[src/common/rv_pkg.sv]
// Shared widths, encodings and types of the RV32I integer core
package rv_pkg;

	//////////////////////////////
	// Widths and sizes
	//////////////////////////////
	localparam int XLEN           = 32;                   // Data word width
	localparam int REG_BITS       = 5;                    // Register number width
	localparam int IMEM_ADDR_BITS = 6;                    // Word address into IMEM
	localparam int IMEM_DEPTH     = 1 << IMEM_ADDR_BITS;  // IMEM words

	typedef logic [XLEN-1:0]     word_t;
	typedef logic [REG_BITS-1:0] reg_t;

	// ADDI x0,x0,0
	localparam word_t NOP_INSTR = 32'h0000_0013;

	//////////////////////////////
	// Encodings
	//////////////////////////////
	// Major opcodes handled by the decoder
	typedef enum logic [6:0] {
		OP     = 7'b0110011,  // Register-register
		OP_IMM = 7'b0010011,  // Register-immediate
		LUI    = 7'b0110111   // Upper immediate
	} opcode_e;

	// ALU operations
	typedef enum logic [3:0] {
		ADD    = 4'd0,
		SUB    = 4'd1,
		AND    = 4'd2,
		OR     = 4'd3,
		XOR    = 4'd4,
		SLT    = 4'd5,   // Signed compare
		SLTU   = 4'd6,   // Unsigned compare
		SLL    = 4'd7,
		SRL    = 4'd8,
		SRA    = 4'd9,
		PASS_B = 4'd10   // Operand B straight through, for LUI
	} alu_op_e;

endpackage
[src/core/fetch_unit.sv]
// Fetch stage with PC, loadable instruction memory and the IF/ID register
`timescale 1ns/10ps

module fetch_unit (
	input  logic                              clk,
	input  logic                              rst_n,
	input  logic                              run,          // Fetch enable
	input  logic                              imem_we,      // Load strobe
	input  logic [rv_pkg::IMEM_ADDR_BITS-1:0] imem_addr,
	input  rv_pkg::word_t                     imem_wdata,
	output rv_pkg::word_t                     instr,        // To decode
	output logic                              instr_valid
);
	import rv_pkg::*;

	logic [IMEM_ADDR_BITS-1:0] pc;                 // Word address, wraps at IMEM_DEPTH
	word_t                     imem [IMEM_DEPTH];  // Program store
	word_t                     fetch_word;

	//////////////////////////////
	// Instruction memory
	//////////////////////////////
	always_ff @(posedge clk) begin
		if (imem_we)
			imem[imem_addr] <= imem_wdata;  // Loaded only while halted
	end

	assign fetch_word = imem[pc];  // Async read

	//////////////////////////////
	// PC
	//////////////////////////////
	always_ff @(posedge clk or negedge rst_n) begin
		if (!rst_n)
			pc <= '0;
		else if (run)
			pc <= pc + 1'b1;  // Natural wrap
	end

	// IF/ID register
	// Bubbles while halted so nothing downstream writes
	always_ff @(posedge clk or negedge rst_n) begin
		if (!rst_n) begin
			instr       <= NOP_INSTR;
			instr_valid <= 1'b0;
		end else if (run) begin
			instr       <= fetch_word;
			instr_valid <= 1'b1;
		end else begin
			instr       <= NOP_INSTR;
			instr_valid <= 1'b0;
		end
	end

endmodule

[config.mk]
export PLATFORM = sky130hd
export DESIGN_NAME = fetch_unit
export DESIGN_NICKNAME = d
export VERILOG_FILES = /design/src/common/rv_pkg.sv /design/src/core/fetch_unit.sv
export SDC_FILE = /design/constraint.sdc
export NUM_CORES = 2
export LEC_CHECK = 0
export BUFFER_PORTS_ARGS = -buffer_cell sky130_fd_sc_hd__buf_2
export CORE_ASPECT_RATIO = 1.2
export CORE_MARGIN = 2
export CORE_UTILIZATION = 60
export CTS_CLUSTER_SIZE = 25
export DETAILED_ROUTE_END_ITERATION = 12
export PLACE_DENSITY = 0.82
export SYNTH_ARGS = -nofsm -noshare
export SYNTH_HDL_FRONTEND = slang
export SYNTH_SLANG_ARGS = --single-unit
[constraint.sdc]
create_clock -name clk -period 3 [get_ports clk]
set_input_delay 0.6 -clock clk [delete_from_list [all_inputs] [get_ports clk]]
set_output_delay 0.6 -clock clk [all_outputs]
set_load 0.005 [all_outputs]
Word-level counts from Yosys, hierarchy flattened
Memory sizes are Yosys's and may differ from the RTL's.
Cells that the tools add are included.
W data, S select, Z words.
{ "classes": {"n_mux": 4, "addsub": 1} }
{ "op_table": {"columns": ["cell", "count"], "rows": [
  ["$mux W32", 1],
  ["$add A6 B1 Y6 const B", 1],
  ["$mux W1", 3]
]} }
{ "word_totals": {"out_inout_bits": 33, "input_bits": 42, "mem_count": 1, "ram_bits": 2048, "ff_bits": 39, "wordCells": 9} }
{ "memory_table": {"columns": ["name", "depth", "word_bits", "read_ports", "rd_ports_with_merged_regs", "write_ports", "line_no", "text"], "rows": [
  ["imem", 64, 32, 1, 0, 1, "fetch_unit.sv:17", "word_t imem [IMEM_DEPTH];"]
]} }

Depth between registers and ports, before layout
{ "logic_depth": {"depth_word": 2, "mapped_depth": 10, "ltp_nobuf": 5} }

Least setup slack after synthesis
Ideal clock, no wire load.
{ "synth_timing": {"path_kind": "input to register", "start": "in imem_addr[3] in the netlist's numbering", "end": "mem imem[48][0] in the netlist's numbering (enable)", "path_buffers": 1, "cell_stages": 4, "arrival_time_ns": 3.304, "required_ns": 2.539, "setup_slack_ns": -0.765, "setup_time_ns": 0.461, "path_cell_list": "clkbuf_1 > nor2b_1 > nand4b_1 > nor3_1"} }
{ "synth_rtl": {"columns": ["element", "line_no", "text"], "rows": [
  ["start, declared", "fetch_unit.sv:9", "input logic [rv_pkg::IMEM_ADDR_BITS-1:0] imem_addr,"],
  ["end, declared", "fetch_unit.sv:17", null]
]} }
Straight into the memory's write port.

Worst setup path after layout
{ "layout_timing": {"start": "reg pc[4]", "end": "reg instr[21]"} }
{ "layout_via": {"elab_chain_len": 2} }
{ "layout_lines": {"columns": ["element", "line_no", "text"], "rows": [
  ["start, declared", "fetch_unit.sv:16", "logic [IMEM_ADDR_BITS-1:0] pc;"],
  ["start signal, assigned", "fetch_unit.sv:37", "pc <= pc + 1'b1;"],
  ["$mem_v2 Z64 W32", null, null],
  ["$mux W32", "fetch_unit.sv:46", "end else if (run) begin"],
  ["end signal, assigned", "fetch_unit.sv:47", "instr <= fetch_word;"],
  ["end, declared", "fetch_unit.sv:11", "output rv_pkg::word_t instr,"]
]} }
No other way between the ends.
A chain may end at the register's enable or synchronous reset.

==> out/qor.txt <==
outcome: finished, final reports clean
fin nets: 3908
Crit Path Max Fanout: 21
worst skew pair latency: 830 ps
Top FF cell, synth: edfxtp_1
Clock transition at path regs: 60 ps
post-route ant nets: 0
Critical Path AT: 3750 ps
total number of vias: 41813
Worst Path Required: 3760 ps
worst vdd ir: 0.744 mV
number of I/O pins: 75
area grow syn2layout: 14.6%
register area share after synthesis: 78.8%
Synth area leader: edfxtp_1
Finish-stage setup viols: 0
syn_area_per_cell: 22.6 sq um
initial antenna violation count: 8
EDFF count, synth: 2048
clock root buffer: clkbuf_16
Synth area leaders: edfxtp_1, mux4_2, mux2i_1
die span in y: 402 um
Yosys warnings: 0
clk sinks: 2087
Max clock buf depth: 3
H-tree Lvls: 4
HP Class: primary input to flip-flop
die width: 336 um
Post-Syn Nets: 3553
Fillers: 7294
Congestion Overflow GR: 0
Async S/R FF share, synth: 1.87%
wirelength, routed: 224000 um
critical path startpoint category: flip-flop
placed cell area: 84700 sq um
initial DRC count: 6899
num rows: 146
fmax: 335 MHz
number of I/O port buffers: 74
Tot GR Track Use: 34.0%
pwr/cell area: 881 nW/um^2
Register Area: 62500 sq um
CP Class: flip-flop to flip-flop
post-route cell area: 90900 sq um
layout cells sized above 1: 29.3%
fin crit share: 99.4%
TritonCTS Buffers: 188
multi-input logic area: 16200 sq um
cell area after synthesis: 79300 sq um
Die ar.: 135000 sq um
Rel. slew slack: 16.7%
Final Critical Period: 2980 ps
worst-case reg-to-reg path depth: 6
skew final: 33.3 ps
RSZ-0062 raised after global routing: no
Finished Layout Cells: 5723
Leakage Power: 29.1 nW
#FFs+latches synth: 2087
post-synth top area share: 77.5%
CP Capture Type: flip-flop
CTS tree: built
largest net degree at the start of global routing: 65
vias in the first global route: 43196
GPL Wtd Cong: 0.844
reg2reg setup slack: 20 ps
Final HPWL DP: 117000 um
worst-margin pin slew: 1250 ps
# DRC: 0
fin. max-slew vios: 0
initial core utilization: 60.3%
DR pass1 iterations: 6
Routed WL per cell: 39.2 um
# placed instances: 5372
cell depth of the worst hold path: 1
Synth cell types: 60
Hold Vio Cnt, Final: 0
core area: 132000 sq um
max_cap viols: 0
Hold WS: 200 ps
vias per std cell: 7.31
Cells after Synth: 3510
first-pass GRT wire length: 317000 um
==> metrics by stage <==
step	power, mW	utilization (%)	setup WS, ps	TNS [ps]
final	80.1	69.1	18.6	0
after global routing	81.8	69.1	79.6	0
after CTS	79.9	69.1	152	0
after floorplan	46.8	-	-97.2	-71600
after global placement	54.7	64.4	-15.9	-22.3
after detailed placement	55.3	64.4	-89.9	-98.5
==> cell type report <==
class | instances | share of cell area, %
flip-flops and latches | 2087 | 68.7
multi-input cells | 1226 | 17.8
clock buffers | 245 | 5.65
repair buffers | 359 | 4.22
well taps | 1702 | 2.34
clock inverters | 97 | 1.19
inverters | 3 | 0.0151
diodes | 4 | 0.0110
==> worst paths after layout <==
check | endpoint | from
worst max-delay path | instr[21] | pc[4]
worst max register to register | instr[21] | pc[4]
worst min-delay path | imem[21][30] | imem_wdata[30]
max in group asynchronous | instr[23] | rst_n
worst min register to register | instr[4] | imem[12][4]
min in group asynchronous | instr[22] | rst_n
==> cells in the final DEF (no fill, tap or decap), types with 27 or more instances in the layout <==
cell       Yosys  final
edfxtp_1    2048   2048
mux4_2       459    459
clkbuf_16      0    192
buf_4         26    178
mux2i_1      175    175
buf_12         2    106
nand2_1       81     81
buf_2         70     74
nor2_4         0     62
o221ai_1      58     58
a21oi_1       53     53
clkbuf_1      68     40
o21ai_0       35     35
clkinv_2       0     34
dfrtp_1       36     32
o22ai_1       28     28
a221oi_1      27     27
clkinv_1       1     27
==> critical path, cell delays in order, from the launching register on <==
cell and delay [ps]:
dfrtp_1 630, clkinv_1 510, nand2_1 180, buf_4 410, o221ai_1 220, a31oi_1 720
a22o_1 250
==> metal layers <==
metal	routed length, um	vias to the layer above	global-route usage (%)
li1	-	15659	-
met1	68600	21262	42.3
met2	107000	4001	53.2
met3	30800	885	8.86
met4	18000	6	22.3
met5	171	-	0
==> registers in the layout, indices dropped and copies added (netlist names) <==
| register | count |
|---|---|
| instr_valid | 1 |
| instr | 32 |
| pc | 6 |
| imem | 2048 |
==> logic make-up (layout without fill, tap and decap cells) <==
kind of cell	count (synthesis)	in the layout	synth area share, %
mux	637	637	15.3
simple gates	242	242	1.38
compound gates	341	341	3.09
xor+xnor	5	5	0.0552
flops	2087	2087	78.8
fa+ha+maj	1	1	0.0158
other cells	0	4	0
buf+inv	197	704	1.40
==> where the power goes <==
part | internal [mW] | switching, mW
logic | 9.85 | 12.8
clock network | 13.8 | 10.6
registers | 32.5 | 0.577
==> what timing repair did <==
| action | CTS | global route |
|---|---|---|
| setup buffers | 4 | 0 |
| resized for setup | 1 | 0 |
| endpoints found under the hold margin | 15 | 0 |
| hold buffers | 1 | 0 |
| setup endpoints to repair | 4 | 0 |
==> synthesized netlist by cell type, types with 3 or more instances <==
master and n:
o41ai_1 5, clkbuf_1 68, nor2_1 80, a211oi_1 19
nand2b_1 12, a2111oi_0 7, nor3_1 4, a22o_1 26
dfrtp_1 36, and2_1 6, mux2_2 3, o221ai_1 58
buf_6 16, buf_4 26, dfstp_2 3, nand2_1 81
nand3_1 23, a31oi_1 17, a221oi_2 3, mux2i_1 175
xnor2_1 3, a221oi_1 27, o21ai_1 19, a21oi_1 53
nand3b_1 4, mux4_2 459, buf_1 9, nand4_1 4
a221o_1 5, nor2b_1 17, buf_2 70, buf_8 3
o211ai_1 7, edfxtp_1 2048, a22oi_1 21, o22ai_1 28
o21ai_0 35
No activity file was read; power rests on OpenSTA's default activity.
