==> config.mk <==
export PLATFORM = sky130hd
export DESIGN_NAME = regfile
export DESIGN_NICKNAME = d
export VERILOG_FILES = /design/src/common/rv_pkg.sv /design/src/core/regfile.sv
export SDC_FILE = /design/constraint.sdc
export NUM_CORES = 2
export LEC_CHECK = 0
export ABC_AREA = 0
export BUFFER_PORTS_ARGS = -buffer_cell sky130_fd_sc_hd__buf_4
export CORE_MARGIN = 10
export CORE_UTILIZATION = 52
export CTS_CLUSTER_SIZE = 40
export DETAILED_ROUTE_END_ITERATION = 8
export PLACE_DENSITY = 0.71
export REMOVE_ABC_BUFFERS = 1
export SKIP_CTS_REPAIR_TIMING = 1
export SYNTH_ARGS = -nofsm -noshare
export SYNTH_HDL_FRONTEND = slang
export SYNTH_SLANG_ARGS = --single-unit
export TNS_END_PERCENT = 5
==> constraint.sdc <==
create_clock -name clk -period 1.6 [get_ports clk]
set_input_delay 0.08 -clock clk [delete_from_list [all_inputs] [get_ports clk]]
set_output_delay 0.08 -clock clk [all_outputs]
set_load 0.005 [all_outputs]
==> src/common/rv_pkg.sv <==
// Shared widths, encodings and types of the RV32I integer core
package rv_pkg;

	//////////////////////////////
	// Widths and sizes
	//////////////////////////////
	localparam int XLEN           = 32;                   // Data word width
	localparam int REG_BITS       = 5;                    // Register number width
	localparam int IMEM_ADDR_BITS = 6;                    // Word address into IMEM
	localparam int IMEM_DEPTH     = 1 << IMEM_ADDR_BITS;  // IMEM words

	typedef logic [XLEN-1:0]     word_t;
	typedef logic [REG_BITS-1:0] reg_t;

	// ADDI x0,x0,0
	localparam word_t NOP_INSTR = 32'h0000_0013;

	//////////////////////////////
	// Encodings
	//////////////////////////////
	// Major opcodes handled by the decoder
	typedef enum logic [6:0] {
		OP     = 7'b0110011,  // Register-register
		OP_IMM = 7'b0010011,  // Register-immediate
		LUI    = 7'b0110111   // Upper immediate
	} opcode_e;

	// ALU operations
	typedef enum logic [3:0] {
		ADD    = 4'd0,
		SUB    = 4'd1,
		AND    = 4'd2,
		OR     = 4'd3,
		XOR    = 4'd4,
		SLT    = 4'd5,   // Signed compare
		SLTU   = 4'd6,   // Unsigned compare
		SLL    = 4'd7,
		SRL    = 4'd8,
		SRA    = 4'd9,
		PASS_B = 4'd10   // Operand B straight through, for LUI
	} alu_op_e;

endpackage
==> src/core/regfile.sv <==
// Integer register file, two decode read ports and one observe port
`timescale 1ns/10ps

module regfile (
	input  logic          clk,
	input  logic          rst_n,
	input  logic          wr_en,     // From write-back
	input  rv_pkg::reg_t  wr_addr,
	input  rv_pkg::word_t wr_data,
	input  rv_pkg::reg_t  rs1,
	input  rv_pkg::reg_t  rs2,
	output rv_pkg::word_t rs1_data,
	output rv_pkg::word_t rs2_data,
	input  rv_pkg::reg_t  obs_addr,  // External observe
	output rv_pkg::word_t obs_data
);
	import rv_pkg::*;

	word_t regs [1:31];  // x1..x31, x0 is constant zero

	always_ff @(posedge clk or negedge rst_n) begin
		if (!rst_n) begin
			for (int i = 1; i < 32; i++)
				regs[i] <= '0;
		end else if (wr_en && wr_addr != '0) begin
			regs[wr_addr] <= wr_data;
		end
	end

	// Combinational read with x0 tied low
	function automatic word_t read_reg(input reg_t addr);
		return (addr == '0) ? '0 : regs[addr];
	endfunction

	assign rs1_data = read_reg(rs1);
	assign rs2_data = read_reg(rs2);
	assign obs_data = read_reg(obs_addr);

endmodule

[After elaboration in Yosys (flattened, before gate mapping)]
Index checks and enable logic that the tools add are counted.
Widths: inputs -> output; s select.
Word-level totals
  word-level logic and storage cells: 61
  register bits: 992
Cells by class
  mux-type cells: 15
  bitwise logic cells: 4
  magnitude comparators: 5
  reductions and logical operators: 6
Operators by type and width (number)
  $bwmux 992: 1
  $bmux 32 s5: 3
  $mux 32: 10
  $demux 32 s5: 1
  $ge 6x6->1 const B: 4
  $not 5->6: 4
  $logic_not 5->1: 3
  $lt 6x1->1 const B: 1
  $reduce_bool 5->1: 1
  $logic_and 1x1->1: 2

[Depth between registers and ports, before layout]
  depth in word-level cells: 6
  gate-level depth with buffers: 9

[Least setup slack after synthesis]
No wires, ideal clock.
  path kind: input-to-output
  from: input port rs2[0]
  to: output port rs2_data[15]
  slack: -30 ps
  cell stages on the path: 8
  arrival: 1550 ps
  path buffers: 3
  cell sequence: buf_4 > buf_2 > buf_4 > mux4_2 > nand2_1 > nand2_1 > o211ai_1 > o21ai_0
Between the ends
  word-level cells in the longest chain between the ends: 5
RTL lines
  start, declared: line regfile.sv:11  | input rv_pkg::reg_t rs2,
  $not 5->6 (implied by the code): line regfile.sv:32  | return (addr == '0) ? '0 : regs[addr];
  $bmux 32 s5: line regfile.sv:32
  $mux 32 (implied by the code) (2 in series): line regfile.sv:32
  $mux 32 *: line regfile.sv:32
  end, declared: line regfile.sv:13  | output rv_pkg::word_t rs2_data,
Every way passes the cells marked *; elsewhere a longest branch is shown, timed or not. The select of a mux whose other input is x is not followed.

[Worst setup path after layout]
  from: register regs[881] in the netlist's numbering
  to: output port rs1_data[17]
Between the ends
  word-level cells in the longest chain between the ends: 4
RTL lines
  start, declared: line regfile.sv:19  | word_t regs [1:31];
  start signal, assigned by index: line regfile.sv:26  | regs[wr_addr] <= wr_data;
  $bmux 32 s5: line regfile.sv:32
  $mux 32 (implied by the code) (2 in series): line regfile.sv:32
  $mux 32: line regfile.sv:32
  end, declared: line regfile.sv:12  | output rv_pkg::word_t rs1_data,
No other way between the ends. The select of a mux whose other input is x is not followed.

==> flow_summary.ini <==
[run_status]
status = finished with violations
violations = hold timing, setup timing

[global_route]
grtUsageTotal = 0.326
antenna_found_initial = 5
first_global_vias = 48600
grt_pass1_wl_um = 326000
grt_max_degree = 68
grt-ovfl-total = 0

[logic_synthesis]
ys_ff_latch = 992
synth_seq_area_share = 0.402
synth_area_per_cell_um2 = 13.3
yosysWarnings = 0
syn_area_um2 = 61700
synth_cell_types = 40
synth_cells = 4648

[cts]
cts_made_buffers = 110
clockRootBuffer = clkbuf_16
cts_sinks = 992
insertion_delay_ns = 0.72
tritoncts = done
path_clk_slew_ns = 0.06
clockBufferDepth = 3
cts_max_level = 3

[worst_setup_path]
critPathMaxStageDelay_ns = 0.46
cp.arrival_ns = 2.56
required_ns = 1.52
end_kind = output port
r2r_slack_ns = 0.57
crit_path_max_fanout = 4
cpMaxStageDelayCell = mux4_2
worstSetupPathType = reg -> out
crit_chain = mux4_2 > mux2_2 > a21oi_1 > o211ai_1 > buf_4
critPathLaunchType = flip-flop

[timing]
rsz0062_at_grt = true
finalWorstSetupSlack_ns = -1.04
finalClockSkew_ns = 0
finalSetupViolCount = 96
max_freq_mhz = 379
hold_violations = 21
period_minus_slack_ns = 2.64
slew_viol_final = 0
fin_crit_sh = 1.65
worstMarginPinSlew_ns = 0.781
fin_worst_hold_slack_ns = -0.0276
slew_headroom = 0.478

[drt]
dr.first_iter.drc_count = 6122
wire_per_inst_um = 32.1
drc = 0
wirelength_um = 220000
ant_nets = 0
detail_route.first_pass.iterations = 6
vias_per_cell = 7.03
vias = 48200

[floorplanning]
core_area_um2 = 118000
initial_core_util = 0.523
dieArea_um2 = 133000
rows = 126
die_y_um = 364
die_w_um = 364
ios = 151

[finish]
top_regs = regs: 992 flops
multi_input_area_um2 = 35300
fin_util = 0.646
drive_gt1_frac = 0.562
final_common_cell = mux2_2
regMostFlops = regs
layout_common_cells = mux2_2, dfrtp_1, buf_4
final_cells = 6860
register_area_um2 = 24800
largest_reg_flops = 992
fin_nets = 5293
n_fill_cell = 8558
syn2layout_area_growth_pct = 23.4
fin_area_um2 = 76100

[min_path]
hp-class = in -> async

[pwr]
ir_drop_mv = 1.02
pwr-share-seq = 0.410
p_leak_nw = 33.1
p_int_w = 0.0596
p_clk_frac = 0.306
cellPowerDensity_nw_per_um2 = 1120
netSwitchingFraction = 0.300
switchingPower_w = 0.0255
combPwrFrac = 0.283

[placement]
finalWeightedCongestion = 0.934
placed_area_um2 = 71400
dp_hpwl_um = 149000
portBuffers = 150
placed_cells = 6624

[run]
maxCapViolCount = 0
-- routing by layer --
metal | share of wire | global-route usage | vias to the layer above
met2 | 0.46 | 0.508 | 3199
met4 | 0.060 | 0.169 | 4
met1 | 0.37 | 0.422 | 25000
li1 | - | - | 19200
met3 | 0.11 | 0.0834 | 790
met5 | 0.00016 | 0 | -
-- power groups by stage --
stage / clock network (W) / registers (W) / logic [W]
2_1_floorplan: 0 / 0.0334 / 0.0139
3_3_place_gp: 0 / 0.0345 / 0.0226
3_5_place_dp: 0 / 0.0349 / 0.0232
4_1_cts: 0.0263 / 0.0346 / 0.0233
5_1_grt: 0.0273 / 0.0355 / 0.0256
6_report: 0.0261 / 0.0349 / 0.0241
-- area by class of cell --
| class | instances | area share |
|---|---|---|
| flip-flops and latches | 992 | 0.326 |
| clock buffers | 155 | 0.0418 |
| well taps | 1536 | 0.0252 |
| repair buffers | 990 | 0.136 |
| multi-input cells | 3142 | 0.464 |
| clock inverters | 40 | 0.00641 |
| inverters | 2 | 0.000164 |
| diodes | 3 | 0.0000986 |
-- Yosys cell counts, drive strengths merged --
| cell type | count | area (um^2) |
|---|---|---|
| a21oi | 195 | 976 |
| or3b | 1 | 8.76 |
| o21ai | 79 | 395 |
| mux2 | 1107 | 12500 |
| nand2b | 3 | 18.8 |
| nand2 | 346 | 1300 |
| a32oi | 2 | 17.5 |
| and3b | 1 | 8.76 |
| nor3 | 69 | 345 |
| nand3 | 69 | 345 |
| o22ai | 7 | 43.8 |
| mux4 | 591 | 13300 |
| and3 | 6 | 37.5 |
| a22oi | 24 | 180 |
| nor2b | 101 | 632 |
| a31oi | 10 | 62.6 |
| a311oi | 5 | 43.8 |
| o221ai | 15 | 131 |
| dfrtp | 992 | 24800 |
| and2 | 3 | 18.8 |
| or2 | 1 | 6.26 |
| mux2i | 215 | 2150 |
| clkinv | 2 | 7.51 |
| nand3b | 6 | 45.0 |
| o32ai | 7 | 61.3 |
| buf | 293 | 1530 |
| a211oi | 3 | 22.5 |
| nor3b | 4 | 30.0 |
| o211ai | 69 | 518 |
| or3 | 1 | 6.26 |
| o32a | 15 | 150 |
| nor2 | 97 | 364 |
| a221oi | 90 | 788 |
| clkbuf | 219 | 822 |
-- path summary, 6_finish.rpt --
path	startpoint	to	depth (start not counted)
hold / removal	rst_n	regs[23]	3
max in group asynchronous	rst_n	regs[693]	5
min in group clk	wr_addr[2]	regs[401]	4
setup reg to reg	regs[113]	regs[113]	3
hold reg to reg	regs[889]	regs[889]	1
setup / recovery	regs[881]	rs1_data[17]	5
-- critical path, delay by kind of cell, from the launching register on --
kind,cells,cell delay (ns)
AO/OA/AOI/OAI,2,0.43
buffers and inverters,1,0.24
multiplexers,2,0.74
flip-flops,1,0.43
-- stage by stage --
stage / TNS, ns / power (W) / hold slack [ns] / worst slack [ns]
6_report: -78.12 / 0.0852 / -0.0276 / -1.04
3_5_place_dp: -150.99 / 0.0581 / -0.0507 / -0.597
4_1_cts: -86.45 / 0.0842 / -0.808 / -1.20
2_1_floorplan: -427.98 / 0.0473 / -0.216 / -0.909
5_1_grt: -84.50 / 0.0883 / 0.00832 / -1.05
3_3_place_gp: -130.09 / 0.0571 / -0.0513 / -0.612
-- cell families (layout without fill, tap and decap cells) --
group / count (synthesis) / count (layout) / synth area share
other: 0 / 3 / 0
DFF: 992 / 992 / 0.402
buffers and inverters: 514 / 1187 / 0.0383
muxes: 1913 / 1913 / 0.453
AOI/OAI and AO/OA: 521 / 521 / 0.0550
and+or+nand+nor: 708 / 708 / 0.0513
(Power assumes the default switching activity.)
