**config.mk**
```make
export PLATFORM = sky130hd
export DESIGN_NAME = decoder
export DESIGN_NICKNAME = d
export VERILOG_FILES = /design/src/common/rv_pkg.sv /design/src/core/decoder.sv
export SDC_FILE = /design/constraint.sdc
export NUM_CORES = 1
export LEC_CHECK = 0
export ABC_AREA = 1
export ABC_CLOCK_PERIOD_IN_PS = 1200
export BUFFER_PORTS_ARGS = -buffer_cell sky130_fd_sc_hd__clkbuf_2
export CAP_MARGIN = 5
export CORE_MARGIN = 1.5
export CORE_UTILIZATION = 34
export DETAILED_ROUTE_END_ITERATION = 10
export GPL_ROUTABILITY_DRIVEN = 1
export PLACE_DENSITY_LB_ADDON = 0.12
export SYNTH_ARGS = -nofsm -noshare
export SYNTH_HDL_FRONTEND = slang
export SYNTH_SLANG_ARGS = --single-unit
export TNS_END_PERCENT = 1
```
**constraint.sdc**
```tcl
create_clock -name vclk -period 1.2
set_clock_uncertainty 0.1 [all_clocks]
set_input_delay 0.06 -clock vclk [all_inputs]
set_output_delay 0.06 -clock vclk [all_outputs]
set_load 0.01 [all_outputs]
```
**src/common/rv_pkg.sv**
```systemverilog
// Shared widths, encodings and types of the RV32I integer core
package rv_pkg;

	//////////////////////////////
	// Widths and sizes
	//////////////////////////////
	localparam int XLEN           = 32;                   // Data word width
	localparam int REG_BITS       = 5;                    // Register number width
	localparam int IMEM_ADDR_BITS = 6;                    // Word address into IMEM
	localparam int IMEM_DEPTH     = 1 << IMEM_ADDR_BITS;  // IMEM words

	typedef logic [XLEN-1:0]     word_t;
	typedef logic [REG_BITS-1:0] reg_t;

	// ADDI x0,x0,0
	localparam word_t NOP_INSTR = 32'h0000_0013;

	//////////////////////////////
	// Encodings
	//////////////////////////////
	// Major opcodes handled by the decoder
	typedef enum logic [6:0] {
		OP     = 7'b0110011,  // Register-register
		OP_IMM = 7'b0010011,  // Register-immediate
		LUI    = 7'b0110111   // Upper immediate
	} opcode_e;

	// ALU operations
	typedef enum logic [3:0] {
		ADD    = 4'd0,
		SUB    = 4'd1,
		AND    = 4'd2,
		OR     = 4'd3,
		XOR    = 4'd4,
		SLT    = 4'd5,   // Signed compare
		SLTU   = 4'd6,   // Unsigned compare
		SLL    = 4'd7,
		SRL    = 4'd8,
		SRA    = 4'd9,
		PASS_B = 4'd10   // Operand B straight through, for LUI
	} alu_op_e;

endpackage
```
**src/core/decoder.sv**
```systemverilog
// Decoder for RV32I OP, OP-IMM and LUI into ALU controls and immediate
`timescale 1ns/10ps

module decoder (
	input  rv_pkg::word_t   instr,
	input  logic            instr_valid,
	output rv_pkg::reg_t    rs1,
	output rv_pkg::reg_t    rs2,
	output rv_pkg::reg_t    rd,
	output rv_pkg::alu_op_e alu_op,
	output logic            use_imm,   // op_b from imm
	output rv_pkg::word_t   imm,
	output logic            wr_en      // Writing instruction
);
	import rv_pkg::*;

	logic [6:0] opcode;
	logic [2:0] funct3;
	logic [6:0] funct7;
	logic       f7_zero;   // funct7 = 0000000
	logic       f7_alt;    // funct7 = 0100000, SUB/SRA
	logic       is_reg;    // OP rather than OP_IMM
	logic       legal;     // Supported encoding
	word_t      i_imm;
	word_t      u_imm;
	word_t      sh_imm;

	// Instruction fields
	assign opcode  = instr[6:0];
	assign funct3  = instr[14:12];
	assign funct7  = instr[31:25];
	assign rd      = instr[11:7];
	assign rs2     = instr[24:20];
	assign f7_zero = (funct7 == 7'b0000000);
	assign f7_alt  = (funct7 == 7'b0100000);
	assign is_reg  = (opcode == OP);

	// Immediates
	assign i_imm  = {{(XLEN-12){instr[31]}}, instr[31:20]};  // Sign extended
	assign u_imm  = {instr[31:12], 12'b0};
	assign sh_imm = {{(XLEN-REG_BITS){1'b0}}, instr[24:20]}; // shamt

	always_comb begin
		alu_op  = ADD;
		use_imm = 1'b0;
		imm     = i_imm;
		rs1     = instr[19:15];
		legal   = 1'b0;

		case (opcode)
			OP, OP_IMM: begin
				use_imm = !is_reg;
				legal   = 1'b1;
				// funct3 map shared by both forms
				case (funct3)
					3'b000: begin
						alu_op = (is_reg && f7_alt) ? SUB : ADD;
						legal  = !is_reg || f7_zero || f7_alt;  // ADDI ignores funct7
					end
					3'b001: begin
						alu_op = SLL;
						imm    = sh_imm;
						legal  = f7_zero;
					end
					3'b010: alu_op = SLT;
					3'b011: alu_op = SLTU;
					3'b100: alu_op = XOR;
					3'b101: begin
						alu_op = f7_alt ? SRA : SRL;
						imm    = sh_imm;
						legal  = f7_zero || f7_alt;
					end
					3'b110: alu_op = OR;
					default: alu_op = AND;
				endcase
				// Other OP funct7 values are undefined
				if (is_reg && funct3 != 3'b000 && funct3 != 3'b101)
					legal = f7_zero;
			end
			LUI: begin
				alu_op  = PASS_B;
				use_imm = 1'b1;
				imm     = u_imm;
				rs1     = '0;     // No source read
				legal   = 1'b1;
			end
			default: legal = 1'b0;  // Decodes as a bubble
		endcase
	end

	// x0 destination is a bubble too
	assign wr_en = instr_valid && legal && (rd != '0);

endmodule

```
## Yosys cells after proc, flatten, opt, wreduce, memory -nomap -nowiden

Index checks and enable logic that the tools add are counted.

- Eq/ne operators: 11
- Mux-type cells: 11
- Reductions and logical operators: 15

Operators with widths:

| operator | number |
|---|---|
| $pmux W32 S2 | 1 |
| $mux W32 | 1 |
| $pmux W4 S7 | 1 |
| $eq A7 B6 Y1 const B | 3 |
| $eq A3 B3 Y1 const B | 3 |
| $pmux W4 S2 | 1 |
| $eq A7 B5 Y1 const B | 1 |
| $logic_not A7 Y1 | 1 |
| $eq A3 B2 Y1 const B | 2 |
| $logic_and A1 B1 Y1 | 5 |
| $mux W5 | 1 |
| $reduce_bool A5 Y1 | 1 |
| $pmux W1 S2 | 2 |
| $reduce_or A2 Y1 | 2 |
| $eq A3 B1 Y1 const B | 1 |
| $logic_not A3 Y1 | 1 |
| $logic_or A1 B1 Y1 | 3 |
| $mux W1 | 3 |
| $ne A3 B3 Y1 const B | 1 |
| $pmux W1 S3 | 1 |
| $reduce_bool A3 Y1 | 1 |
| $logic_not A1 Y1 | 1 |

- Bits of input ports: 33
- Register bits: 0
- Output and inout bits: 53

## Logic depth before layout (Yosys ltp)

- Depth after elaboration: 9
- Mapped depth: 8
- Gate-level depth less buffers: 8

## Worst setup path after synthesis

OpenSTA, ideal clock, no wires.

- Path kind: in2out
- Start: input port instr[1]
- End: output port imm[16]
- Stages on the path: 6
- Data required time: 1.040 ns
- Setup slack: 0.225 ns
- Arrival time: 0.815 ns
- Cell sequence: nand2_1 > inv_2 > nand4_2 > o211ai_2 > buf_6 > nand2_1

- Longest elaborated chain between the ends: 3
- Elaborated cells between the ends (all ways): 5

Ends and longest elaborated chain:

| element | RTL line | source |
|---|---|---|
| from (decl) | decoder.sv:5 | `input rv_pkg::word_t instr,` |
| $eq A7 B6 Y1 / $eq A7 B5 Y1 (equally long branches) | decoder.sv:50 | `case (opcode)` |
| $reduce_or A2 Y1 | decoder.sv:50 |  |
| $pmux W32 S2 (*) | decoder.sv:50 |  |
| to (decl) | decoder.sv:12 | `output rv_pkg::word_t imm,` |

Every way passes the cells marked *; elsewhere a longest branch is shown, timed or not.

## Worst setup path in the final report

- Start: input port instr[0]
- End: output port imm[21]

Same word-level chain as after synthesis.

==> metrics.md <==
| Metric | Value |
|---|---|
| Status | `complete, but fails checks` |
| Failing checks | `negative setup slack` |
| Initial antenna violation count | `0` |
| Pwr per Cell Area | `300 mW/mm2` |
| Final hold viol count | `0` |
| Pre-CTS WS | `-0.00497 ns` |
| Comb pwr share | `between 90% and 100%` |
| Drt via density | `between 4 and 5` |
| RePlAce Congestion | `slightly below 0.8` |
| Via count | `~1100` |
| CP Data Arrival Time | `between 1 and 1.5 ns` |
| Top-count cell post-synth | `nand2_1` |
| WS Path Type | `primary input to primary output` |
| Area growth from synthesis to layout | `85.5%` |
| RSZ-0062 raised after global routing | `true` |
| Initial DRC Count | `12` |
| Total Power | `between 0.3 and 0.4 mW` |
| FP Rows | `16` |
| Post-synth top cells | `53 x nand2_1, 29 x nor2_1, 24 x inv_1, 11 x buf_4` |
| Die extent in x | `48.0 um` |
| Initial Util | `35.5%` |
| Synthesized cell area | `689 um2` |
| Global-route wire length before repair | `2660 um` |
| Sequential Area | `0 um2` |
| DR pass1 iterations | `4` |
| CP endpoint kind | `primary output` |
| Port Buffer Count | `86` |
| Hold Crit Class | `primary input to primary output` |
| Num sequential | `0` |
| Max frequency | `about 800 MHz` |
| Area share of the largest cell type after synthesis | `28.9%` |
| Routed wire length per instance | `9.20 um` |
| Flop pwr share | `0%` |
| Die area | `around 0.0023 mm2` |
| IO Count | `86` |
| Setup Viol. Count Final | `10` |
| Critical path required time | `1.04 ns` |
| Post-synth cell types | `18` |
| Leakage Power | `approximately 0.8 nW` |
| Clock Buffer Count | `0` |
| CTS Hold Bufs | `0` |
| Cells after synthesis | `~150` |
| Register area share after synthesis | `0%` |
| Die Ht | `48.0 um` |
| Largest net degree at the start of global routing | `30` |
| Post-DP HPWL | `around 1700 um` |
| FILL cells | `208` |
| Startpoint types | `primary input` |
| Tcrit/Tclk final | `103%` |
| Synthesized area per cell | `~4.7 um2` |
| Core region area | `0.00194 mm2` |
| Vias in the first global route | `727` |
| Max Cap Violations | `0` |
| Clock power frac | `0%` |
| Ant. Diodes | `0` |
| Routed Antenna Nets | `0` |
| Gr usage total | `15.2%` |
| Slew headroom | `77.6%` |
| Area leader, netlist | `nand2_1` |
| Final #Nets | `approximately 260` |
| Crit path time final | `1.23 ns` |
| DRC | `0` |
| Drt total wl | `between 2000 and 2500 um` |
| Share of cells above drive strength 1 | `52.0%` |
| Crit path max fanout | `5` |
| Post-Syn Nets | `around 180` |
| Psw | `0.207 mW` |
| Final WS setup | `-0.0348 ns` |
| Ranking of synthesized cells by area | `nand2_1 29%, nor2_1 16%, inv_1 13%` |
| Worst slew pin tran | `0.334 ns` |
| Number of synthesis warnings | `0` |
| GR Overflow Total | `0` |
| Int Pwr | `0.177 mW` |
| Final Max Tran Viols | `0` |
| WHS | `0.222 ns` |
| Worst ir drop on vdd | `0.193 mV` |
| Net Sw Frac | `53.8%` |
| Post-CTS Setup Bufs | `0` |
repair_timing:
action,4_1_cts,5_1_grt
pin swaps,0,4
cloned,0,3
resized for setup,2,38
endpoints found under the setup margin,5,36
power groups by stage:
| stage | clock, mW | combinational (mW) | sequential [mW] |
|---|---|---|---|
| 6_report | 0 | 0.384 | 0 |
| 5_1_grt | 0 | 0.429 | 0 |
| 4_1_cts | 0 | 0.333 | 0 |
| 3_5_place_dp | 0 | 0.330 | 0 |
| 3_3_place_gp | 0 | 0.324 | 0 |
| 2_1_floorplan | 0 | 0.177 | 0 |
layout make-up:
cell class	instances	area (um2)	area share [%]
well taps	27	33.8	2.64
inverters	27	109	8.51
multi-input cells	104	526	41.1
repair buffers	96	611	47.7
layout by cell type (no fill, tap or decap), drive strengths merged:
cell	synthesis	layout
a21oi	3	3
buf	15	19
clkbuf	0	77
inv	27	27
nand2	53	53
nand3	5	5
nand4	2	2
nor2	31	31
nor3	3	3
o211ai	1	1
o21a	1	1
o21ai	5	5
critical path: stages:
cell	delay, ns
clkbuf_2	0.09
nand2_2	0.06
inv_4	0.08
nand4_4	0.12
o211ai_4	0.29
clkbuf_16	0.20
nand2_2	0.05
buf_6	0.11
worst paths after layout:
| kind | to | start | cells past startpoint |
|---|---|---|---|
| worst max-delay path | imm[21] | instr[0] | 8 |
| worst min-delay path | rd[0] | instr[7] | 2 |
layer usage:
layer	wire length (um)	track usage, %	vias to the layer above
li1	-	-	591
met1	892	18.0	495
met2	1290	30.9	50
met3	159	0	0
met4	0	1.08	0
met5	0	0	-
logic make-up after synthesis:
kind of cell	after synthesis	share of synthesized area, %
simple gates	94	57.5
buf+inv	42	33.2
compound gates	10	9.26
metrics by stage:
step                util, %  instance area (um2)  cells  TNS [ns]
global route           65.9                 1280    254     -1.75
finish                 65.9                 1280    254    -0.191
detailed placement     56.8                 1100    251   -0.0113
global placement       56.8                 1100    251         0
CTS                    57.5                 1120    251         0
floorplan                 -                  689    146         0
Note: power is estimated with default switching activity, not from simulation.
