==> src/common/rv_pkg.sv <==
// Shared widths, encodings and types of the RV32I integer core
package rv_pkg;

	//////////////////////////////
	// Widths and sizes
	//////////////////////////////
	localparam int XLEN           = 32;                   // Data word width
	localparam int REG_BITS       = 5;                    // Register number width
	localparam int IMEM_ADDR_BITS = 6;                    // Word address into IMEM
	localparam int IMEM_DEPTH     = 1 << IMEM_ADDR_BITS;  // IMEM words

	typedef logic [XLEN-1:0]     word_t;
	typedef logic [REG_BITS-1:0] reg_t;

	// ADDI x0,x0,0
	localparam word_t NOP_INSTR = 32'h0000_0013;

	//////////////////////////////
	// Encodings
	//////////////////////////////
	// Major opcodes handled by the decoder
	typedef enum logic [6:0] {
		OP     = 7'b0110011,  // Register-register
		OP_IMM = 7'b0010011,  // Register-immediate
		LUI    = 7'b0110111   // Upper immediate
	} opcode_e;

	// ALU operations
	typedef enum logic [3:0] {
		ADD    = 4'd0,
		SUB    = 4'd1,
		AND    = 4'd2,
		OR     = 4'd3,
		XOR    = 4'd4,
		SLT    = 4'd5,   // Signed compare
		SLTU   = 4'd6,   // Unsigned compare
		SLL    = 4'd7,
		SRL    = 4'd8,
		SRA    = 4'd9,
		PASS_B = 4'd10   // Operand B straight through, for LUI
	} alu_op_e;

endpackage
==> src/common/issue_if.sv <==
// Decoded and forwarded instruction slot from decode into execute
`timescale 1ns/10ps

interface issue_if;
	import rv_pkg::*;

	logic    valid;   // Slot writes a register
	reg_t    rd;      // Destination
	alu_op_e alu_op;  // Operation
	word_t   op_a;    // Forwarded source 1
	word_t   op_b;    // Forwarded source 2 or immediate

	// Decode side
	modport producer (
		output valid, rd, alu_op, op_a, op_b
	);

	// Execute side
	modport consumer (
		input valid, rd, alu_op, op_a, op_b
	);

endinterface

==> src/core/operand_forward.sv <==
// Operand forwarding into decode and the ID/EXE pipeline register
`timescale 1ns/10ps

module operand_forward (
	input  logic            clk,
	input  logic            rst_n,
	input  rv_pkg::reg_t    rs1,
	input  rv_pkg::reg_t    rs2,
	input  rv_pkg::reg_t    rd,
	input  rv_pkg::alu_op_e alu_op,
	input  logic            use_imm,
	input  rv_pkg::word_t   imm,
	input  logic            wr_en,
	input  rv_pkg::word_t   rs1_data,
	input  rv_pkg::word_t   rs2_data,
	input  logic            exe_valid,   // Execute slot
	input  rv_pkg::reg_t    exe_rd,
	input  rv_pkg::word_t   exe_result,
	input  logic            wb_valid,    // Write-back slot
	input  rv_pkg::reg_t    wb_rd,
	input  rv_pkg::word_t   wb_data,
	issue_if.producer       issue
);
	import rv_pkg::*;

	word_t fwd_a;
	word_t fwd_b;

	// Youngest producer wins; valid slots never carry x0
	function automatic word_t fwd_select(input reg_t rs, input word_t rf_data);
		if (exe_valid && exe_rd == rs)
			return exe_result;
		else if (wb_valid && wb_rd == rs)
			return wb_data;
		return rf_data;
	endfunction

	always_comb begin
		fwd_a = fwd_select(rs1, rs1_data);
		fwd_b = use_imm ? imm : fwd_select(rs2, rs2_data);  // Immediate overrides rs2
	end

	//////////////////////////////
	// ID/EXE register
	//////////////////////////////
	always_ff @(posedge clk or negedge rst_n) begin
		if (!rst_n)
			issue.valid <= 1'b0;
		else
			issue.valid <= wr_en;
	end

	always_ff @(posedge clk) begin
		issue.rd     <= rd;
		issue.alu_op <= alu_op;
		issue.op_a   <= fwd_a;
		issue.op_b   <= fwd_b;
	end

endmodule

==> src/flat_wrapper.sv <==
// flat-port wrapper written by rule: the top's interface ports become plain ports
module operand_forward_flat import rv_pkg::*;
  (clk, rst_n, rs1, rs2, rd, alu_op, use_imm, imm, wr_en, rs1_data, rs2_data, exe_valid, exe_rd, exe_result, wb_valid, wb_rd, wb_data, issue_valid, issue_rd, issue_alu_op, issue_op_a, issue_op_b);
  issue_if issue_i ();
  input  logic clk;
  input  logic rst_n;
  input  rv_pkg::reg_t rs1;
  input  rv_pkg::reg_t rs2;
  input  rv_pkg::reg_t rd;
  input  rv_pkg::alu_op_e alu_op;
  input  logic use_imm;
  input  rv_pkg::word_t imm;
  input  logic wr_en;
  input  rv_pkg::word_t rs1_data;
  input  rv_pkg::word_t rs2_data;
  input  logic exe_valid;
  input  rv_pkg::reg_t exe_rd;
  input  rv_pkg::word_t exe_result;
  input  logic wb_valid;
  input  rv_pkg::reg_t wb_rd;
  input  rv_pkg::word_t wb_data;
  output wire logic [$bits(issue_i.valid)-1:0] issue_valid;
  output wire logic [$bits(issue_i.rd)-1:0] issue_rd;
  output wire logic [$bits(issue_i.alu_op)-1:0] issue_alu_op;
  output wire logic [$bits(issue_i.op_a)-1:0] issue_op_a;
  output wire logic [$bits(issue_i.op_b)-1:0] issue_op_b;
  assign issue_valid = issue_i.valid;
  assign issue_rd = issue_i.rd;
  assign issue_alu_op = issue_i.alu_op;
  assign issue_op_a = issue_i.op_a;
  assign issue_op_b = issue_i.op_b;
  operand_forward u_core (.clk(clk), .rst_n(rst_n), .rs1(rs1), .rs2(rs2), .rd(rd), .alu_op(alu_op), .use_imm(use_imm), .imm(imm), .wr_en(wr_en), .rs1_data(rs1_data), .rs2_data(rs2_data), .exe_valid(exe_valid), .exe_rd(exe_rd), .exe_result(exe_result), .wb_valid(wb_valid), .wb_rd(wb_rd), .wb_data(wb_data), .issue(issue_i));
endmodule
==> config.mk <==
export PLATFORM = sky130hd
export DESIGN_NAME = operand_forward_flat
export DESIGN_NICKNAME = d
export VERILOG_FILES = /design/src/common/rv_pkg.sv /design/src/common/issue_if.sv /design/src/core/operand_forward.sv /design/src/flat_wrapper.sv
export SDC_FILE = /design/constraint.sdc
export NUM_CORES = 1
export LEC_CHECK = 0
export BUFFER_PORTS_ARGS = -buffer_cell sky130_fd_sc_hd__buf_2
export CAP_MARGIN = 20
export CORE_AREA = 2 2 103 105
export CTS_BUF_LIST = sky130_fd_sc_hd__clkbuf_16
export DETAILED_ROUTE_END_ITERATION = 10
export DIE_AREA = 0 0 105 107
export GPL_TIMING_DRIVEN = 0
export PLACE_DENSITY_LB_ADDON = 0.25
export SYNTH_ARGS = -nofsm -noshare
export SYNTH_HDL_FRONTEND = slang
export SYNTH_SLANG_ARGS = --single-unit
==> constraint.sdc <==
create_clock -name clk -period 0.8 [get_ports clk]
set_input_delay 0.12 -clock clk [delete_from_list [all_inputs] [get_ports clk]]
set_output_delay 0.12 -clock clk [all_outputs]
set_load 0.005 [all_outputs]
**Word level (Yosys, flattened, before mapping)**

Index checks and enable logic that the tools add are counted.
Widths: inputs -> output; s select.

- Bits in registers: 74
- Latch bits: 0
- Memory bits (writable): 0
- Bits in read-only memories: 0
- Input bits: 195
- Output and inout bits: 74
- Word-level logic and storage cells: 24
- Memories kept: 0

- $add $sub $neg: 0
- Multiply operators: 0
- Divide/modulo/power cells: 0
- $lt $le $gt $ge: 0
- Equal/unequal tests: 4
- Shifts and indexed selects: 0
- Muxes and demuxes: 11
- Bitwise logic cells: 0
- Reductions and logical operators: 4

Operators with widths:

| kind | count |
|---|---|
| $mux 32 | 7 |
| $eq 5x5->1 | 4 |
| $logic_and 1x1->1 | 4 |
| $mux 1 | 4 |

**Longest topological paths before layout**

Gate-level depths: netlist (run 1).

- Depth after elaboration: 6
- Gate-level depth with buffers: 6

**Least setup slack after synthesis (run 1)**

OpenSTA, ideal clock, no wires.

- Path kind: input to register
- From: input port exe_rd[3]
- To: register u_core.issue.op_a[10]
- Data arrival time: 1,070 ps
- Path slack: -344 ps
- Stages on the path: 6
- Buffers on the path: 2
- Path through: xnor2_1 nand4_2 or2_1 buf_6 buf_12 a31oi_2

- Longest elaborated chain between the ends: 4
- Elaborated cells between the ends (all ways): 5
- Classes of those cells: 1 x eq/ne; 3 x mux; 1 x reduce/logical

Ends and longest elaborated chain:

| what | RTL line | source |
|---|---|---|
| from (decl) | flat_wrapper.sv:17 | `input rv_pkg::reg_t exe_rd;` |
| $eq 5x5->1 (*) | operand_forward.sv:31 | `if (exe_valid && exe_rd == rs)` |
| $logic_and 1x1->1 (*) | operand_forward.sv:31 |  |
| $mux 32 or $mux 1 (tied branches) | operand_forward.sv:31 |  |
| $mux 32 (*) | operand_forward.sv:35 | `return rf_data;` |
| named net u_core.fwd_a[10] | operand_forward.sv:26 | `word_t fwd_a;` |
| to (signal assigned) | operand_forward.sv:56 | `issue.op_a <= fwd_a;` |
| to (decl) | issue_if.sv:15 | `output valid, rd, alu_op, op_a, op_b` |

The timed path passes the listed nets; every way through them passes the cells marked *.

**Worst setup path after layout (run 1)**

- From: input port rs1[2]
- To: register u_core.issue.op_a[0]

- Longest elaborated chain between the ends: 5
- Elaborated cells between the ends (all ways): 8
- Classes of those cells: 2 x eq/ne; 4 x mux; 2 x reduce/logical

Ends and longest elaborated chain:

| what | RTL line | source |
|---|---|---|
| from (decl) | flat_wrapper.sv:7 | `input rv_pkg::reg_t rs1;` |
| $eq 5x5->1 | operand_forward.sv:33 | `else if (wb_valid && wb_rd == rs)` |
| $logic_and 1x1->1 | operand_forward.sv:33 |  |
| $mux 1 | operand_forward.sv:33 |  |
| $mux 1 | operand_forward.sv:31 |  |
| $mux 32 (*) | operand_forward.sv:35 |  |
| named net u_core.fwd_a[0] | operand_forward.sv:26 |  |

Marks and branches as above.

==> results of run 1 <==
## routing by layer
layer / wire length, um / vias up / GRT usage
li1: - / 2353 / -
met1: 7510 / 2600 / 0.379
met2: 11000 / 458 / 0.568
met3: 1970 / 106 / 0.0766
met4: 1200 / 0 / 0.155
met5: 0 / - / 0
## worst min-delay path by stage
stage                                               end  depth (start not counted)  slack [ps]          from
after floorplan            u_core.issue.valid$_DFF_PN0_                          0        -180         rst_n
after global placement     u_core.issue.valid$_DFF_PN0_                          1        -100         rst_n
after detailed placement   u_core.issue.valid$_DFF_PN0_                          1        -100         rst_n
after CTS                  u_core.issue.op_b[0]$_DFF_P_                          3          60   rs2_data[0]
after global routing      u_core.issue.op_b[23]$_DFF_P_                          3          70  rs2_data[23]
final                     u_core.issue.op_b[27]$_DFF_P_                          3          60  rs2_data[27]
## Yosys cell counts, drive strengths merged
cell type	instances
o21ba	1
o41ai	32
buf	27
dfxtp	73
nand3	64
nand2	4
xnor2	20
o21ai	64
nor3	32
clkbuf	27
nand4	4
dfrtp	1
and4	2
and2	2
a31oi	64
nand2b	32
or2	1
## stage by stage
stage / total power [W] / instance area (um2) / setup WS, ps / setup TNS [ps]
CTS: 0.0114 / 7410 / -252 / -17800
detailed placement: 0.00633 / 5480 / -859 / -48890
finish: 0.0122 / 8340 / -303 / -19340
global placement: 0.00631 / 5480 / -798 / -47200
global route: 0.0125 / 8340 / -333 / -22550
floorplan: 0.00515 / 3970 / -300 / -18370
## critical path, cell delays in order
cell,delay [ps]
buf_8,110
xnor2_4,170
nand4_4,160
or2_4,380
buf_6,160
a31oi_1,220
## kinds of logic after synthesis
kind of cell              Yosys count
buffers and inverters              54
DFF                                74
and+or+nand+nor                   141
AOI/OAI and AO/OA                 161
xor gates and xnor gates           20
## sequential cells by signal, indices dropped and copies added (netlist names)
register,cells
u_core.issue.rd,5
u_core.issue.valid,1
u_core.issue.op_a,32
u_core.issue.op_b,32
u_core.issue.alu_op,4
## final cells by class
cell class | instances | share of cell area
Multi-Input combinational cell | 322 | 0.453
Sequential cell | 74 | 0.182
Clock buffer | 9 | 0.0270
Timing Repair Buffer | 304 | 0.247
Tap cell | 136 | 0.0204
Buffer | 49 | 0.0612
Clock inverter | 7 | 0.00915
## power groups by stage
stage,combinational [W],clock [W],sequential [W]
final,0.00385,0.00421,0.00411
after global routing,0.00400,0.00436,0.00413
after CTS,0.00311,0.00418,0.00407
after detailed placement,0.00219,0,0.00414
after global placement,0.00217,0,0.00414
after floorplan,0.000969,0,0.00419
## what timing repair did
action,4_1_cts,5_1_grt
setup endpoints to repair,138,138
gates resized for setup,303,189
cloned,11,2
hold endpoints to repair,11,0
buffers inserted,12,1
hold buffers,11,0
pin swaps,37,36
==> results.cfg, run 1 <==
[outcome]
status = complete, but fails checks
violations = setup timing

[sta]
final_hold_viol_count = 0
tightest_slew_ps = 682
min_period_over_period = 1.38
finalMaxSlewViolations = 0
rsz0062_at_grt = yes
fin_ws_ps = -303
slew_headroom = 0.545
fin_crit_ps = 1100
timing.fmax_mhz = 906
whs_ps = 62.9
finalSetupViolations = 138

[final_layout]
drive_gt1_frac = 0.744
final_cells = 901
antenna_cells = 0
num-fill-cells = 557
nets = 955
layout.cells.most_common = buf_2
seq_area_um2 = 1520
final_cell_mix = buf_2 (238), dfxtp_1 (48), buf_6 (43)
final_util = 0.827
syn2layout_area_growth_pct = 113
multi_input_area_um2 = 3780

[floorplanning]
die_y_um = 107
design.core.area_um2 = 10100
start_util = 0.387
row_count = 37
dieArea_um2 = 11200
pin_count = 269
die_width_um = 105

[clocking]
cts_tree = done
cts.sink_count = 74
cts_inserted_buffers = 9
htree_num_levels = 3
path_clk_slew_ps = 70
cts_buffer_depth = 2
cts-root-buf = clkbuf_16

[power_and_ir_drop]
p_sw_frac = 0.321
powerDensity_nw_per_um2 = 1460
cellLeakagePower_nw = 3.46
seqPwrFrac = 0.338
ir_worst_vdd_mv = 1.23
p_comb_frac = 0.316
p_sw_w = 0.00390
p_int_w = 0.00827
p_clk_frac = 0.346

[yosys]
syn-num-nets = 645
synth-seq-cells = 74
synth_top_area_frac = 0.374
yosysUniqueCellTypes = 22
yosysSeqAreaShare = 0.380
synth_xor_area_frac = 0.0448
ys_warn_count = 0
synth.cell_area_um2 = 3910
avgSynthCellArea_um2 = 8.69
synth_adder_area_share = 0
yosys-top-cells-area = dfxtp_1 (37%), a31oi_2 (9.6%), nand3_1 (8.2%)
synth_top_cell_by_area = dfxtp_1
synth_top_family_by_area = compound AO/OA/AOI/OAI gates
synth_mux_area_frac = 0
synth_compound_gate_area_share = 0.307
synthCells = 450
synthSimpleGateAreaFrac = 0.195

[placement]
io_buffers = 267
dp.cells = 853
place_hpwl_um = 12600
gp_congestion = 0.925

[flow_run]
cap_violations = 0

[global_routing]
grtUsageTotal = 0.326
grt_max_degree = 15
overflow = 0
antenna_found_initial = 0
first_global_vias = 5303
grt_first_pass_wirelength_um = 28400

[worst_hold_path]
hp-class = input pin to register

[routing]
routed_wl_um = 21700
vias_per_cell = 6.12
post_drt_wl_per_cell_um = 24.1
drc_errors = 0
firstDrtPassIters = 5
via_count = 5517
ant_nets = 0
drt_iter0_drc = 393

[worst_setup_path]
cp-end-kind = register
cp-startpoint = rs1[2]
crit_end = u_core.issue.op_a[0]$_DFF_P_
startpoint_type = input pin
cp_max_fo = 8
crit_required_ps = 1030
timing_worst_setup_path_type = input pin to register
critPathArrivalTime_ps = 1340
Note: power is estimated with default switching activity, not from simulation.
==> run 2: changes to the inputs <==
--- a/config.mk
+++ b/config.mk
@@ -11,7 +11,8 @@
 export CTS_BUF_LIST = sky130_fd_sc_hd__clkbuf_16
 export DETAILED_ROUTE_END_ITERATION = 10
 export DIE_AREA = 0 0 105 107
-export GPL_TIMING_DRIVEN = 0
+export GPL_TIMING_DRIVEN = 1
+export MAX_ROUTING_LAYER = met4
 export PLACE_DENSITY_LB_ADDON = 0.25
 export SYNTH_ARGS = -nofsm -noshare
 export SYNTH_HDL_FRONTEND = slang
==> run 2 against run 1 <==
Net effect:
- the run still ends with setup timing left
- routed wire length decreased by 1.0%
- final cell count decreased by 1.1%
- combinational power about the same
- sequential power about the same
- global-route usage increased by 0.84 points
- count of clock-buffer cells in the layout unchanged
- die area unchanged
- sequential share of layout area about the same
- critical endpoint is now u_core.issue.op_b[6]$_DFF_P_
- clock power increased by 5.0%
==> results.cfg, run 2 (synthesis results as in run 1) <==
[outcome]
status = complete, but fails checks
violations = setup timing

[clocking]
cts_buffer_depth = 2
cts_tree = done
cts_inserted_buffers = 9
path_clk_slew_ps = 70
htree_num_levels = 3
cts.sink_count = 74
cts-root-buf = clkbuf_16

[sta]
fin_ws_ps = -331
fin_crit_ps = 1130
finalMaxSlewViolations = 0
whs_ps = 54.8
finalSetupViolations = 138
rsz0062_at_grt = yes
final_hold_viol_count = 0
tightest_slew_ps = 404
timing.fmax_mhz = 884
min_period_over_period = 1.41
slew_headroom = 0.727

[placement]
place_hpwl_um = 12800
io_buffers = 268
gp_congestion = 0.953

[global_routing]
grt_first_pass_wirelength_um = 28000
grtUsageTotal = 0.335
grt_max_degree = 23
antenna_found_initial = 1
first_global_vias = 5158
overflow = 0

[final_layout]
layout.cells.most_common = buf_2
reg.largest.list = u_core.issue.op_a: 32 flops, u_core.issue.op_b: 32 flops, u_core.issue.rd: 5 flops
final_cell_mix = buf_2 (236), dfxtp_1 (48), nand3_1 (34), buf_6 (34), a31oi_4 (33)
drive_gt1_frac = 0.732
syn2layout_area_growth_pct = 114
nets = 944

[worst_setup_path]
cp-end-kind = register
crit_required_ps = 1060
critPathArrivalTime_ps = 1390
cp_max_fo = 22
startpoint_type = input pin
timing_worst_setup_path_type = input pin to register

[routing]
routed_wl_um = 21500
post_drt_wl_per_cell_um = 24.1
vias_per_cell = 6.11
drt_iter0_drc = 416
firstDrtPassIters = 5
drc_errors = 0
via_count = 5447
ant_nets = 0

[worst_hold_path]
hp-class = input pin to register

[floorplanning]
start_util = 0.387
design.core.area_um2 = 10100
die_width_um = 105
row_count = 37
die_y_um = 107
pin_count = 269
dieArea_um2 = 11200

[power_and_ir_drop]
powerDensity_nw_per_um2 = 1480
cellLeakagePower_nw = 3.34
report.power.total_w = 0.0124
ir_worst_vdd_mv = 1.06

[flow_run]
cap_violations = 0
==> run 2: cell types whose count changed in the layout (fill, tap and decap cells not counted), sizes merged <==
cell	delta
clkinvlp	-2
diode	+1
bufinv	+1
inv	+1
buf	+4
clkbuf	-15
==> run 2: repair_timing <==
| item | 4_1_cts | 5_1_grt |
|---|---|---|
| buffers inserted | 6 | 4 |
| pin swaps | 15 | 40 |
| hold endpoints to repair | 11 | 0 |
| gates cloned | 8 | 7 |
| gates resized for setup | 200 | 197 |
| hold buffers | 11 | 0 |
| endpoints found under the setup margin | 138 | 138 |
==> run 2: through the flow <==
step	TNS (ps)	util	cell area, um2	worst slack, ps	cells
CTS	-18070	0.713	7200	-245	882
global placement	-35470	0.559	5640	-613	841
global route	-23660	0.828	8360	-417	891
detailed placement	-37110	0.559	5640	-658	841
floorplan	-18370	-	3970	-300	450
finish	-19800	0.828	8360	-331	891
==> run 2: path summary, 6_finish.rpt <==
path                                            endpoint  depth (start not counted)          from
setup / recovery            u_core.issue.op_b[6]$_DFF_P_                          6      wb_rd[3]
hold / removal             u_core.issue.op_b[25]$_DFF_P_                          3  rs2_data[25]
max in group asynchronous   u_core.issue.valid$_DFF_PN0_                          2         rst_n
min in group asynchronous   u_core.issue.valid$_DFF_PN0_                          2         rst_n
==> run 2: power by group <==
part	internal, W	switching [W]	leakage, nW
logic	0.00185	0.00200	2.55
clock network	0.00273	0.00169	0.161
registers	0.00401	0.000101	0.627
==> run 2: per-layer routing <==
layer,GRT usage,vias to the layer above,wire [um]
met1,0.385,2562,7500
met4,0.146,0,1090
li1,-,2337,-
met3,0.0833,102,2120
met5,-,-,0
met2,0.558,446,10700
==> run 2: layout make-up <==
cell class	count	area (um2)
Clock buffer	9	225
Tap cell	136	170
Clock inverter	7	91.3
Fill cell	551	1730
Multi-Input combinational cell	322	3740
Timing Repair Buffer	342	2610
Sequential cell	74	1520
Antenna cell	1	2.50
==> run 2: worst max-delay path, stage by stage <==
cell and delay (ps):
buf_2 130, xnor2_1 220, and4_2 330, buf_12 190, nand3_1 160, a31oi_2 240
